<file path="src/source/acq_pkg.sv">
package acq_pkg;

    // packet types on the link
    typedef enum logic [3:0] {
        BAG_INIT   = 4'd0,
        BAG_DIDX   = 4'd5,
        BAG_DPARAM = 4'd6,
        BAG_DDIDX  = 4'd7,
        BAG_DLINK  = 4'd8,
        BAG_DTYPE  = 4'd9,
        BAG_DTEMP  = 4'd10,
        BAG_DATA0  = 4'd13,
        BAG_DATA1  = 4'd14,
        BAG_ERROR  = 4'd15
    } btype_t;

    // command sequencer states
    typedef enum logic [2:0] {
        S_BOOT,
        S_LINK_INIT,
        S_LINK_WAIT,
        S_LINK_SEND,
        S_IDLE,
        S_ACK,
        S_WORK,
        S_SEND
    } seq_state_t;

    // operations broadcast to the converter channels
    typedef enum logic [1:0] {
        OP_INIT,
        OP_TYPE,
        OP_CONV
    } adc_op_t;

    localparam int NUM_CH           = 4;
    localparam int SAMPLE_W         = 16;
    localparam int CONV_CYCLES      = 4;
    localparam int LINK_WAIT_CYCLES = 12;
    localparam int NUM_SLOTS        = 6;

    // frame header addresses
    localparam logic [11:0] ADDR_DLINK = 12'hFCC;
    localparam logic [11:0] ADDR_DTYPE = 12'hFC0;
    localparam logic [11:0] ADDR_DTEMP = 12'hFC4;
    localparam logic [11:0] ADDR_DATA0 = 12'h000;
    localparam logic [11:0] ADDR_DATA1 = 12'h240;
    localparam logic [11:0] ADDR_DATA2 = 12'h480;
    localparam logic [11:0] ADDR_DATA3 = 12'h6C0;
    localparam logic [11:0] ADDR_DATA4 = 12'h900;
    localparam logic [11:0] ADDR_DATA5 = 12'hB40;

    localparam logic [7:0] FRAME_SYNC = 8'hA5;

endpackage

</file>
<file path="src/source/acq_top.sv">
`timescale 1ns/1ns

module acq_top (
    input  logic                                        clk,
    input  logic                                        rst,
    input  logic                                        cmd_valid,
    input  logic [7:0]                                  cmd_byte,
    input  logic [acq_pkg::NUM_CH*acq_pkg::SAMPLE_W-1:0] adc_sample,
    output logic [7:0]                                  tx_data,
    output logic                                        tx_valid,
    input  logic                                        tx_ready,
    input  logic                                        tx_abort,
    output logic                                        frame_done
);
    import acq_pkg::*;

    logic                       cmd_pending;
    logic                       cmd_ack;
    btype_t                     cmd_type;
    logic                       adc_start;
    adc_op_t                    adc_op;
    logic                       adc_done;
    logic                       ch_start;
    adc_op_t                    ch_op;
    logic [NUM_CH-1:0]          ch_done;
    logic [NUM_CH*SAMPLE_W-1:0] ch_sample;
    logic                       frame_start;
    btype_t                     frame_btype;
    logic [11:0]                frame_addr;
    logic [11:0]                frame_dlen;

    cmd_rx u_cmd_rx (
        .clk         (clk),
        .rst         (rst),
        .cmd_valid   (cmd_valid),
        .cmd_byte    (cmd_byte),
        .cmd_ack     (cmd_ack),
        .cmd_pending (cmd_pending),
        .cmd_type    (cmd_type)
    );

    console u_console (
        .clk         (clk),
        .rst         (rst),
        .cmd_pending (cmd_pending),
        .cmd_type    (cmd_type),
        .cmd_ack     (cmd_ack),
        .adc_start   (adc_start),
        .adc_op      (adc_op),
        .adc_done    (adc_done),
        .frame_start (frame_start),
        .frame_btype (frame_btype),
        .frame_addr  (frame_addr),
        .frame_dlen  (frame_dlen),
        .frame_done  (frame_done),
        .tx_abort    (tx_abort)
    );

    adc_ctrl u_adc_ctrl (
        .clk       (clk),
        .rst       (rst),
        .adc_start (adc_start),
        .adc_op    (adc_op),
        .adc_done  (adc_done),
        .ch_start  (ch_start),
        .ch_op     (ch_op),
        .ch_done   (ch_done)
    );

    // one converter per sample lane
    for (genvar i = 0; i < NUM_CH; i++) begin : gen_ch
        adc_channel u_ch (
            .clk       (clk),
            .rst       (rst),
            .ch_start  (ch_start),
            .ch_op     (ch_op),
            .sample_in (adc_sample[i*SAMPLE_W +: SAMPLE_W]),
            .ch_done   (ch_done[i]),
            .ch_sample (ch_sample[i*SAMPLE_W +: SAMPLE_W])
        );
    end

    frame_tx u_frame_tx (
        .clk         (clk),
        .rst         (rst),
        .frame_start (frame_start),
        .frame_btype (frame_btype),
        .frame_addr  (frame_addr),
        .frame_dlen  (frame_dlen),
        .ch_sample   (ch_sample),
        .tx_data     (tx_data),
        .tx_valid    (tx_valid),
        .tx_ready    (tx_ready),
        .tx_abort    (tx_abort),
        .frame_done  (frame_done)
    );

endmodule

</file>
<file path="src/source/adc_channel.sv">
`timescale 1ns/1ns

module adc_channel (
    input  logic                         clk,
    input  logic                         rst,
    input  logic                         ch_start,
    input  acq_pkg::adc_op_t             ch_op,
    input  logic [acq_pkg::SAMPLE_W-1:0] sample_in,
    output logic                         ch_done,
    output logic [acq_pkg::SAMPLE_W-1:0] ch_sample
);
    import acq_pkg::*;

    // zero means no conversion running
    logic [$clog2(CONV_CYCLES):0] cnt;

    always_ff @(posedge clk or posedge rst) begin
        if (rst) begin
            cnt     <= '0;
            ch_done <= 1'b0;
        end else begin
            ch_done <= 1'b0;
            if (ch_start) begin
                if (ch_op == OP_CONV)
                    cnt <= $bits(cnt)'(CONV_CYCLES - 1);
                else
                    ch_done <= 1'b1;
            end else if (cnt == 1) begin
                cnt     <= '0;
                ch_done <= 1'b1;
            end else if (cnt != 0) begin
                cnt <= cnt - 1'b1;
            end
        end
    end

    // sample register that loads together with ch_done
    always_ff @(posedge clk) begin
        if (ch_start && ch_op == OP_INIT)
            ch_sample <= '0;
        else if (!ch_start && cnt == 1)
            ch_sample <= sample_in;
    end

endmodule

</file>
<file path="src/source/adc_ctrl.sv">
`timescale 1ns/1ns

module adc_ctrl (
    input  logic                       clk,
    input  logic                       rst,
    input  logic                       adc_start,
    input  acq_pkg::adc_op_t           adc_op,
    output logic                       adc_done,
    output logic                       ch_start,
    output acq_pkg::adc_op_t           ch_op,
    input  logic [acq_pkg::NUM_CH-1:0] ch_done
);
    import acq_pkg::*;

    logic              busy;
    logic [NUM_CH-1:0] seen;
    logic              all_done;

    // channels may finish on different clocks
    assign all_done = &(seen | ch_done);

    always_ff @(posedge clk or posedge rst) begin
        if (rst) begin
            ch_start <= 1'b0;
            ch_op    <= OP_INIT;
            adc_done <= 1'b0;
            busy     <= 1'b0;
            seen     <= '0;
        end else begin
            ch_start <= adc_start;
            adc_done <= 1'b0;
            if (adc_start) begin
                ch_op <= adc_op;
                busy  <= 1'b1;
            end
            if (busy) begin
                if (all_done) begin
                    adc_done <= 1'b1;
                    busy     <= 1'b0;
                    seen     <= '0;
                end else begin
                    seen <= seen | ch_done;
                end
            end
        end
    end

    a_one_op: assert property (@(posedge clk) disable iff (rst)
        adc_start |-> !busy);

endmodule

</file>
<file path="src/source/cmd_rx.sv">
`timescale 1ns/1ns

module cmd_rx (
    input  logic            clk,
    input  logic            rst,
    input  logic            cmd_valid,
    input  logic [7:0]      cmd_byte,
    input  logic            cmd_ack,
    output logic            cmd_pending,
    output acq_pkg::btype_t cmd_type
);
    import acq_pkg::*;

    always_ff @(posedge clk or posedge rst) begin
        if (rst)
            cmd_pending <= 1'b0;
        else if (cmd_ack)
            cmd_pending <= 1'b0;
        else if (cmd_valid)
            cmd_pending <= 1'b1;
    end

    // holding register that ignores new bytes while one is pending
    always_ff @(posedge clk) begin
        if (cmd_valid && !cmd_pending)
            cmd_type <= btype_t'(cmd_byte[3:0]);
    end

    a_ack_pending: assert property (@(posedge clk) disable iff (rst)
        cmd_ack |-> cmd_pending);

endmodule

</file>
<file path="src/source/console.sv">
`timescale 1ns/1ns

module console (
    input  logic             clk,
    input  logic             rst,
    input  logic             cmd_pending,
    input  acq_pkg::btype_t  cmd_type,
    output logic             cmd_ack,
    output logic             adc_start,
    output acq_pkg::adc_op_t adc_op,
    input  logic             adc_done,
    output logic             frame_start,
    output acq_pkg::btype_t  frame_btype,
    output logic [11:0]      frame_addr,
    output logic [11:0]      frame_dlen,
    input  logic             frame_done,
    input  logic             tx_abort
);
    import acq_pkg::*;

    seq_state_t                          state;
    logic [$clog2(LINK_WAIT_CYCLES)-1:0] wait_cnt;
    logic [$clog2(NUM_SLOTS)-1:0]        slot;
    logic [11:0]                         slot_addr;
    logic                                frame_open;
    logic                                link_abort;

    // frame_tx only drops the link frame, and only once it is on the wire
    assign link_abort = tx_abort && frame_open && (frame_btype == BAG_DLINK);

    always_comb begin
        case (slot)
            3'd1:    slot_addr = ADDR_DATA1;
            3'd2:    slot_addr = ADDR_DATA2;
            3'd3:    slot_addr = ADDR_DATA3;
            3'd4:    slot_addr = ADDR_DATA4;
            3'd5:    slot_addr = ADDR_DATA5;
            default: slot_addr = ADDR_DATA0;
        endcase
    end

    always_ff @(posedge clk or posedge rst) begin
        if (rst) begin
            state       <= S_BOOT;
            cmd_ack     <= 1'b0;
            adc_start   <= 1'b0;
            adc_op      <= OP_INIT;
            frame_start <= 1'b0;
            frame_btype <= BAG_INIT;
            frame_addr  <= '0;
            frame_dlen  <= '0;
            wait_cnt    <= '0;
            slot        <= '0;
        end else begin
            cmd_ack     <= 1'b0;
            adc_start   <= 1'b0;
            frame_start <= 1'b0;
            case (state)
                S_BOOT: begin
                    adc_start <= 1'b1;
                    adc_op    <= OP_INIT;
                    state     <= S_LINK_INIT;
                end
                S_LINK_INIT: begin
                    if (adc_done) begin
                        wait_cnt <= '0;
                        state    <= S_LINK_WAIT;
                    end
                end
                S_LINK_WAIT: begin
                    if (wait_cnt == $bits(wait_cnt)'(LINK_WAIT_CYCLES - 1)) begin
                        frame_start <= 1'b1;
                        frame_btype <= BAG_DLINK;
                        frame_addr  <= ADDR_DLINK;
                        frame_dlen  <= 12'd2;
                        state       <= S_LINK_SEND;
                    end else begin
                        wait_cnt <= wait_cnt + 1'b1;
                    end
                end
                S_LINK_SEND: begin
                    if (frame_done) begin
                        state <= S_IDLE;
                    end else if (link_abort) begin
                        // line error restarts the settle time before the resend
                        wait_cnt <= '0;
                        state    <= S_LINK_WAIT;
                    end
                end
                S_IDLE: begin
                    if (cmd_pending) begin
                        cmd_ack <= 1'b1;
                        state   <= S_ACK;
                    end
                end
                // cmd_ack is high here and cmd_type is still valid
                S_ACK: begin
                    case (cmd_type)
                        BAG_DIDX: begin
                            adc_start   <= 1'b1;
                            adc_op      <= OP_TYPE;
                            frame_btype <= BAG_DTYPE;
                            frame_addr  <= ADDR_DTYPE;
                            frame_dlen  <= 12'd2;
                            state       <= S_WORK;
                        end
                        BAG_DPARAM: begin
                            adc_start   <= 1'b1;
                            adc_op      <= OP_CONV;
                            frame_btype <= BAG_DTEMP;
                            frame_addr  <= ADDR_DTEMP;
                            frame_dlen  <= 12'd2;
                            state       <= S_WORK;
                        end
                        BAG_DDIDX: begin
                            adc_start   <= 1'b1;
                            adc_op      <= OP_CONV;
                            frame_btype <= slot[0] ? BAG_DATA1 : BAG_DATA0;
                            frame_addr  <= slot_addr;
                            frame_dlen  <= 12'(2 * NUM_CH);
                            slot        <= (slot == $bits(slot)'(NUM_SLOTS - 1)) ?
                                           '0 : slot + 1'b1;
                            state       <= S_WORK;
                        end
                        // error reports and unknown commands get no reply
                        default: state <= S_IDLE;
                    endcase
                end
                S_WORK: begin
                    if (adc_done) begin
                        frame_start <= 1'b1;
                        state       <= S_SEND;
                    end
                end
                S_SEND: begin
                    if (frame_done)
                        state <= S_IDLE;
                end
                default: state <= S_BOOT;
            endcase
        end
    end

    // tracks the frame in frame_tx from start until done or dropped
    always_ff @(posedge clk or posedge rst) begin
        if (rst)
            frame_open <= 1'b0;
        else if (frame_start)
            frame_open <= 1'b1;
        else if (frame_done || link_abort)
            frame_open <= 1'b0;
    end

    a_no_overlap: assert property (@(posedge clk) disable iff (rst)
        frame_start |-> !frame_open);

endmodule

</file>
<file path="src/source/frame_tx.sv">
`timescale 1ns/1ns

module frame_tx (
    input  logic                                        clk,
    input  logic                                        rst,
    input  logic                                        frame_start,
    input  acq_pkg::btype_t                             frame_btype,
    input  logic [11:0]                                 frame_addr,
    input  logic [11:0]                                 frame_dlen,
    input  logic [acq_pkg::NUM_CH*acq_pkg::SAMPLE_W-1:0] ch_sample,
    output logic [7:0]                                  tx_data,
    output logic                                        tx_valid,
    input  logic                                        tx_ready,
    input  logic                                        tx_abort,
    output logic                                        frame_done
);
    import acq_pkg::*;

    logic [12:0]               idx;
    logic [12:0]               pidx;
    logic [$clog2(NUM_CH)-1:0] wsel;
    logic [SAMPLE_W-1:0]       word;
    logic                      last;

    // four header bytes come before the payload
    assign pidx = idx - 13'd4;
    assign last = (idx == {1'b0, frame_dlen} + 13'd3);
    assign wsel = (frame_btype == BAG_DATA0 || frame_btype == BAG_DATA1) ?
                  pidx[$clog2(NUM_CH):1] : '0;

    always_comb begin
        if (frame_btype == BAG_DLINK || frame_btype == BAG_DTYPE)
            word = SAMPLE_W'(NUM_CH);
        else
            word = ch_sample[wsel*SAMPLE_W +: SAMPLE_W];
    end

    always_comb begin
        case (idx)
            13'd0:   tx_data = FRAME_SYNC;
            13'd1:   tx_data = {4'h0, frame_btype};
            13'd2:   tx_data = {4'h0, frame_addr[11:8]};
            13'd3:   tx_data = frame_addr[7:0];
            // payload words go out high byte first
            default: tx_data = pidx[0] ? word[7:0] : word[SAMPLE_W-1 -: 8];
        endcase
    end

    always_ff @(posedge clk or posedge rst) begin
        if (rst) begin
            tx_valid   <= 1'b0;
            frame_done <= 1'b0;
            idx        <= '0;
        end else begin
            frame_done <= 1'b0;
            if (!tx_valid) begin
                if (frame_start) begin
                    tx_valid <= 1'b1;
                    idx      <= '0;
                end
            end else if (tx_abort && frame_btype == BAG_DLINK) begin
                tx_valid <= 1'b0;
            end else if (tx_ready) begin
                if (last) begin
                    tx_valid   <= 1'b0;
                    frame_done <= 1'b1;
                end else begin
                    idx <= idx + 1'b1;
                end
            end
        end
    end

    a_stall_stable: assert property (@(posedge clk) disable iff (rst)
        tx_valid && !tx_ready |=> !tx_valid || $stable(tx_data));

endmodule

</file>
<file path="config.mk">
export PLATFORM = sky130hd
export DESIGN_NAME = acq_top
export DESIGN_NICKNAME = d
export VERILOG_FILES = /design/src/source/acq_pkg.sv /design/src/source/acq_top.sv /design/src/source/adc_channel.sv /design/src/source/adc_ctrl.sv /design/src/source/cmd_rx.sv /design/src/source/console.sv /design/src/source/frame_tx.sv
export SDC_FILE = /design/constraint.sdc
export NUM_CORES = 1
export LEC_CHECK = 0
export BUFFER_PORTS_ARGS = -buffer_cell sky130_fd_sc_hd__buf_4
export CORE_MARGIN = 5
export CORE_UTILIZATION = 53
export CTS_CLUSTER_SIZE = 14
export DETAILED_ROUTE_END_ITERATION = 7
export PLACE_DENSITY = 0.86
export SLEW_MARGIN = 30
export SYNTH_ARGS = -nofsm -noshare
export SYNTH_HDL_FRONTEND = slang
export SYNTH_HIERARCHICAL = 1
export SYNTH_SLANG_ARGS = --single-unit
</file>
<file path="constraint.sdc">
create_clock -name clk -period 2.7 [get_ports clk]
set_input_delay 0.54 -clock clk [delete_from_list [all_inputs] [get_ports clk]]
set_output_delay 0.54 -clock clk [all_outputs]
set_load 0.005 [all_outputs]
</file>
==> summary.txt <==
Routing
  • DR vias/cell: 6.00
  • WL/cell: between 15 and 20 um
  • First-pass DRT Iterations: 5
  • Routed Antenna Nets: 0
  • Final wirelength: 19700 um
  • DR vias: ~6500
  • Initial drt markers: 773
  • Drt drc: 0

STA
  • Final setup fails: 8
  • F_max: 0.340 GHz
  • Crit share post-route: 1.09
  • Worst hold slack: 0.0277 ns
  • Layout Skew: ~0.009 ns
  • PnR worst setup slack: -0.241 ns
  • Final Max Slew Viols: 0
  • RSZ-0062 raised after global routing: true
  • Relative slew slack: 0.387
  • Final hold vios: 0
  • Tmin final: 2.94 ns
  • Tightest Pin Transition: slightly above 0.9 ns

Logic synthesis
  • Main synth FF type: dfrtp_1
  • FFs w/ async S/R, synth: 0.500
  • Post-synth top cells: nand2_1, a21oi_1, dfrtp_1
  • Most common cell in the netlist: nand2_1
  • Cell accounting for the most synthesized area: dfrtp_1
  • FF+latch count, synth: approximately 140
  • Sequential-to-total area share from yosys stat: 0.409
  • Top cell type's share of synthesized area: 0.224
  • Post-synth EDFFs: 4
  • Mapped Cells: between 800 and 900
  • Syn Area/Cell: 9.48 um^2
  • Mapped Area: around 7600 um^2
  • Netlist cell types: between 90 and 100
  • Area contributors post-synth: dfrtp_1, dfxtp_1, nand2_1
  • Warnings from Yosys: 6

Global routing
  • Number of global-route vias before repair: just over 6000
  • Initial antenna violation count: 0
  • Global Route Usage Sum: 0.232
  • Grt ovf: 0
  • First-pass GRT wire length: 30700 um
  • Largest net degree at the start of global routing: 28

Floorplanning
  • Die X: approximately 130 um
  • Starting density of the core: 0.543
  • Die ar.: 16800 um^2
  • Die Y: about 130 um
  • Core box area: 14000 um^2
  • Std cell rows: 43
  • Top Ports: 87

Placed design
  • Dpl hpwl: 13100 um
  • Placed cell count: 1033
  • Place WS: 0.163 ns
  • Placer Congestion: 0.954
  • Port bufs: 82

Job
  • Max cap viols: 0

Worst setup path
  • Slack of the worst reg-to-reg path: 0.18 ns
  • CP top delay family: multiplexers
  • Crit path max-delay cell type: mux4_2
  • Worst-path fanout max: 5
  • Crit start category: flop
  • Critical path class: reg2out
  • Crit path largest cell delay: 0.43 ns
  • Worst Path Arrival: 2.40 ns
  • CP Capture Type: output pin
  • CP required: 2.16 ns
  • Worst Path Buf+Inv: 3
  • Crit-path cells: xor2_1 -> nand4_1 -> buf_6 -> buf_12 -> mux4_2 -> mux2i_1 -> o22ai_1 -> buf_4

Cells and area
  • Layout Cells excl Fill: 1076
  • Ant. Diodes: 0
  • P&R area growth vs syn: 18.7%
  • Fraction of layout cells with a size suffix above 1: 0.244
  • End-of-flow core utilization: 0.644
  • Final Net Count: 980

Run status
  • Status: finished with violations
  • Violated checks: negative setup slack

Clocking
  • Clk_lat worst skew: 0.43 ns
  • CTS tree: done
  • Hold_buf cts: 0
  • CTS root buf: clkbuf_16
  • Clock tree buffer depth: 2
  • TritonCTS buffer count: 17
  • CTS sink cnt: between 100 and 150
  • Worst-path clk slew: 0.06 ns
  • H-tree depth: 4

Worst hold path
  • Hold Crit Class: in2async

Pwr
  • P_leak: 0.00420 uW
  • Maximum VDD drop: around 0.38 mV
  • PwrDens: just over 600 nW/um^2
[path summary, 6_finish.rpt]
kind,from,to,depth (start not counted)
worst min-delay path,rst,u_cmd_rx/cmd_pending,2
worst max register to register,u_console/frame_dlen[1],u_frame_tx/idx[3],9
worst min register to register,gen_ch[2].u_ch/ch_sample[1],gen_ch[2].u_ch/ch_sample[1],2
worst max-delay path,u_console/frame_btype[0],tx_data[5],8
min in group clk,cmd_byte[1],u_cmd_rx/cmd_type[1],1
max in group asynchronous,rst,u_frame_tx/idx[1],2
[power breakdown]
part | total, uW | internal (uW) | switching [uW]
registers | 2250 | 2110 | 138
clock network | 2320 | 1440 | 879
logic | 1050 | 462 | 587
total | 5620 | 4020 | 1600
[metal layers]
| layer | up-vias | wire length [um] | global-route usage |
|---|---|---|---|
| li1 | 3015 | - | - |
| met1 | 3074 | 8090 | 0.298 |
| met2 | 316 | 9610 | 0.372 |
| met3 | 48 | 1510 | 0.0635 |
| met4 | 0 | 532 | 0.0917 |
| met5 | - | 0 | 0 |
[final cells by class]
class	instances	area, um^2
Clock buffer	19	433
Inverter	38	143
Tap cell	180	225
Multi-Input combinational cell	582	4070
Sequential cell	136	3100
Fill cell	1043	4980
Clock inverter	13	155
Timing Repair Buffer	108	877
[registers in the layout, summed over array words and instances (netlist names), 2 cells and up]
name	count
gen_ch.u_ch/ch_sample	64
u_frame_tx/idx	13
gen_ch.u_ch/cnt	12
u_console/frame_addr	5
gen_ch.u_ch/ch_done	4
u_adc_ctrl/seen	4
u_cmd_rx/cmd_type	4
u_console/frame_btype	4
u_console/wait_cnt	4
u_console/slot	3
u_console/state	3
u_adc_ctrl/ch_op	2
u_console/adc_op	2
u_console/frame_dlen	2
[repair_timing]
item	4_1_cts	5_1_grt
endpoints found under the setup margin	8	13
buffers inserted	4	4
pin swaps	4	7
gates resized for setup	18	17
gates cloned	0	3
[per-stage QoR]
step                      area, um^2  TNS [ns]  total power, uW
final                           9010     -1.64             5620
after global routing            9010     -2.29             5830
after CTS                       8820     -1.47             5550
after detailed placement        8130         0             3230
after global placement          8130         0             3200
after floorplan                 7640         0             2980
[cell families after synthesis]
group | after synthesis | synth area share
mux | 40 | 0.0648
other cells | 1 | 0.000494
xor+xnor | 15 | 0.0173
buf+inv | 97 | 0.0829
simple gates | 285 | 0.206
compound gates | 207 | 0.186
fa+ha+maj | 20 | 0.0330
flops | 136 | 0.409
[placed cells by master, fill, tap and decap left out, types with 9 or more instances in the layout]
cell type,n
dfrtp_1,67
xnor2_1,10
nor2b_1,9
nor3_1,9
clkbuf_16,19
dfxtp_1,64
buf_4,100
nor4_1,9
ha_1,20
conb_1,14
mux2i_1,24
a22o_1,13
nand2_1,158
a31oi_1,20
o21ai_0,19
nor2_1,13
a21oi_1,78
inv_1,37
No activity file was read; power rests on OpenSTA's default activity.
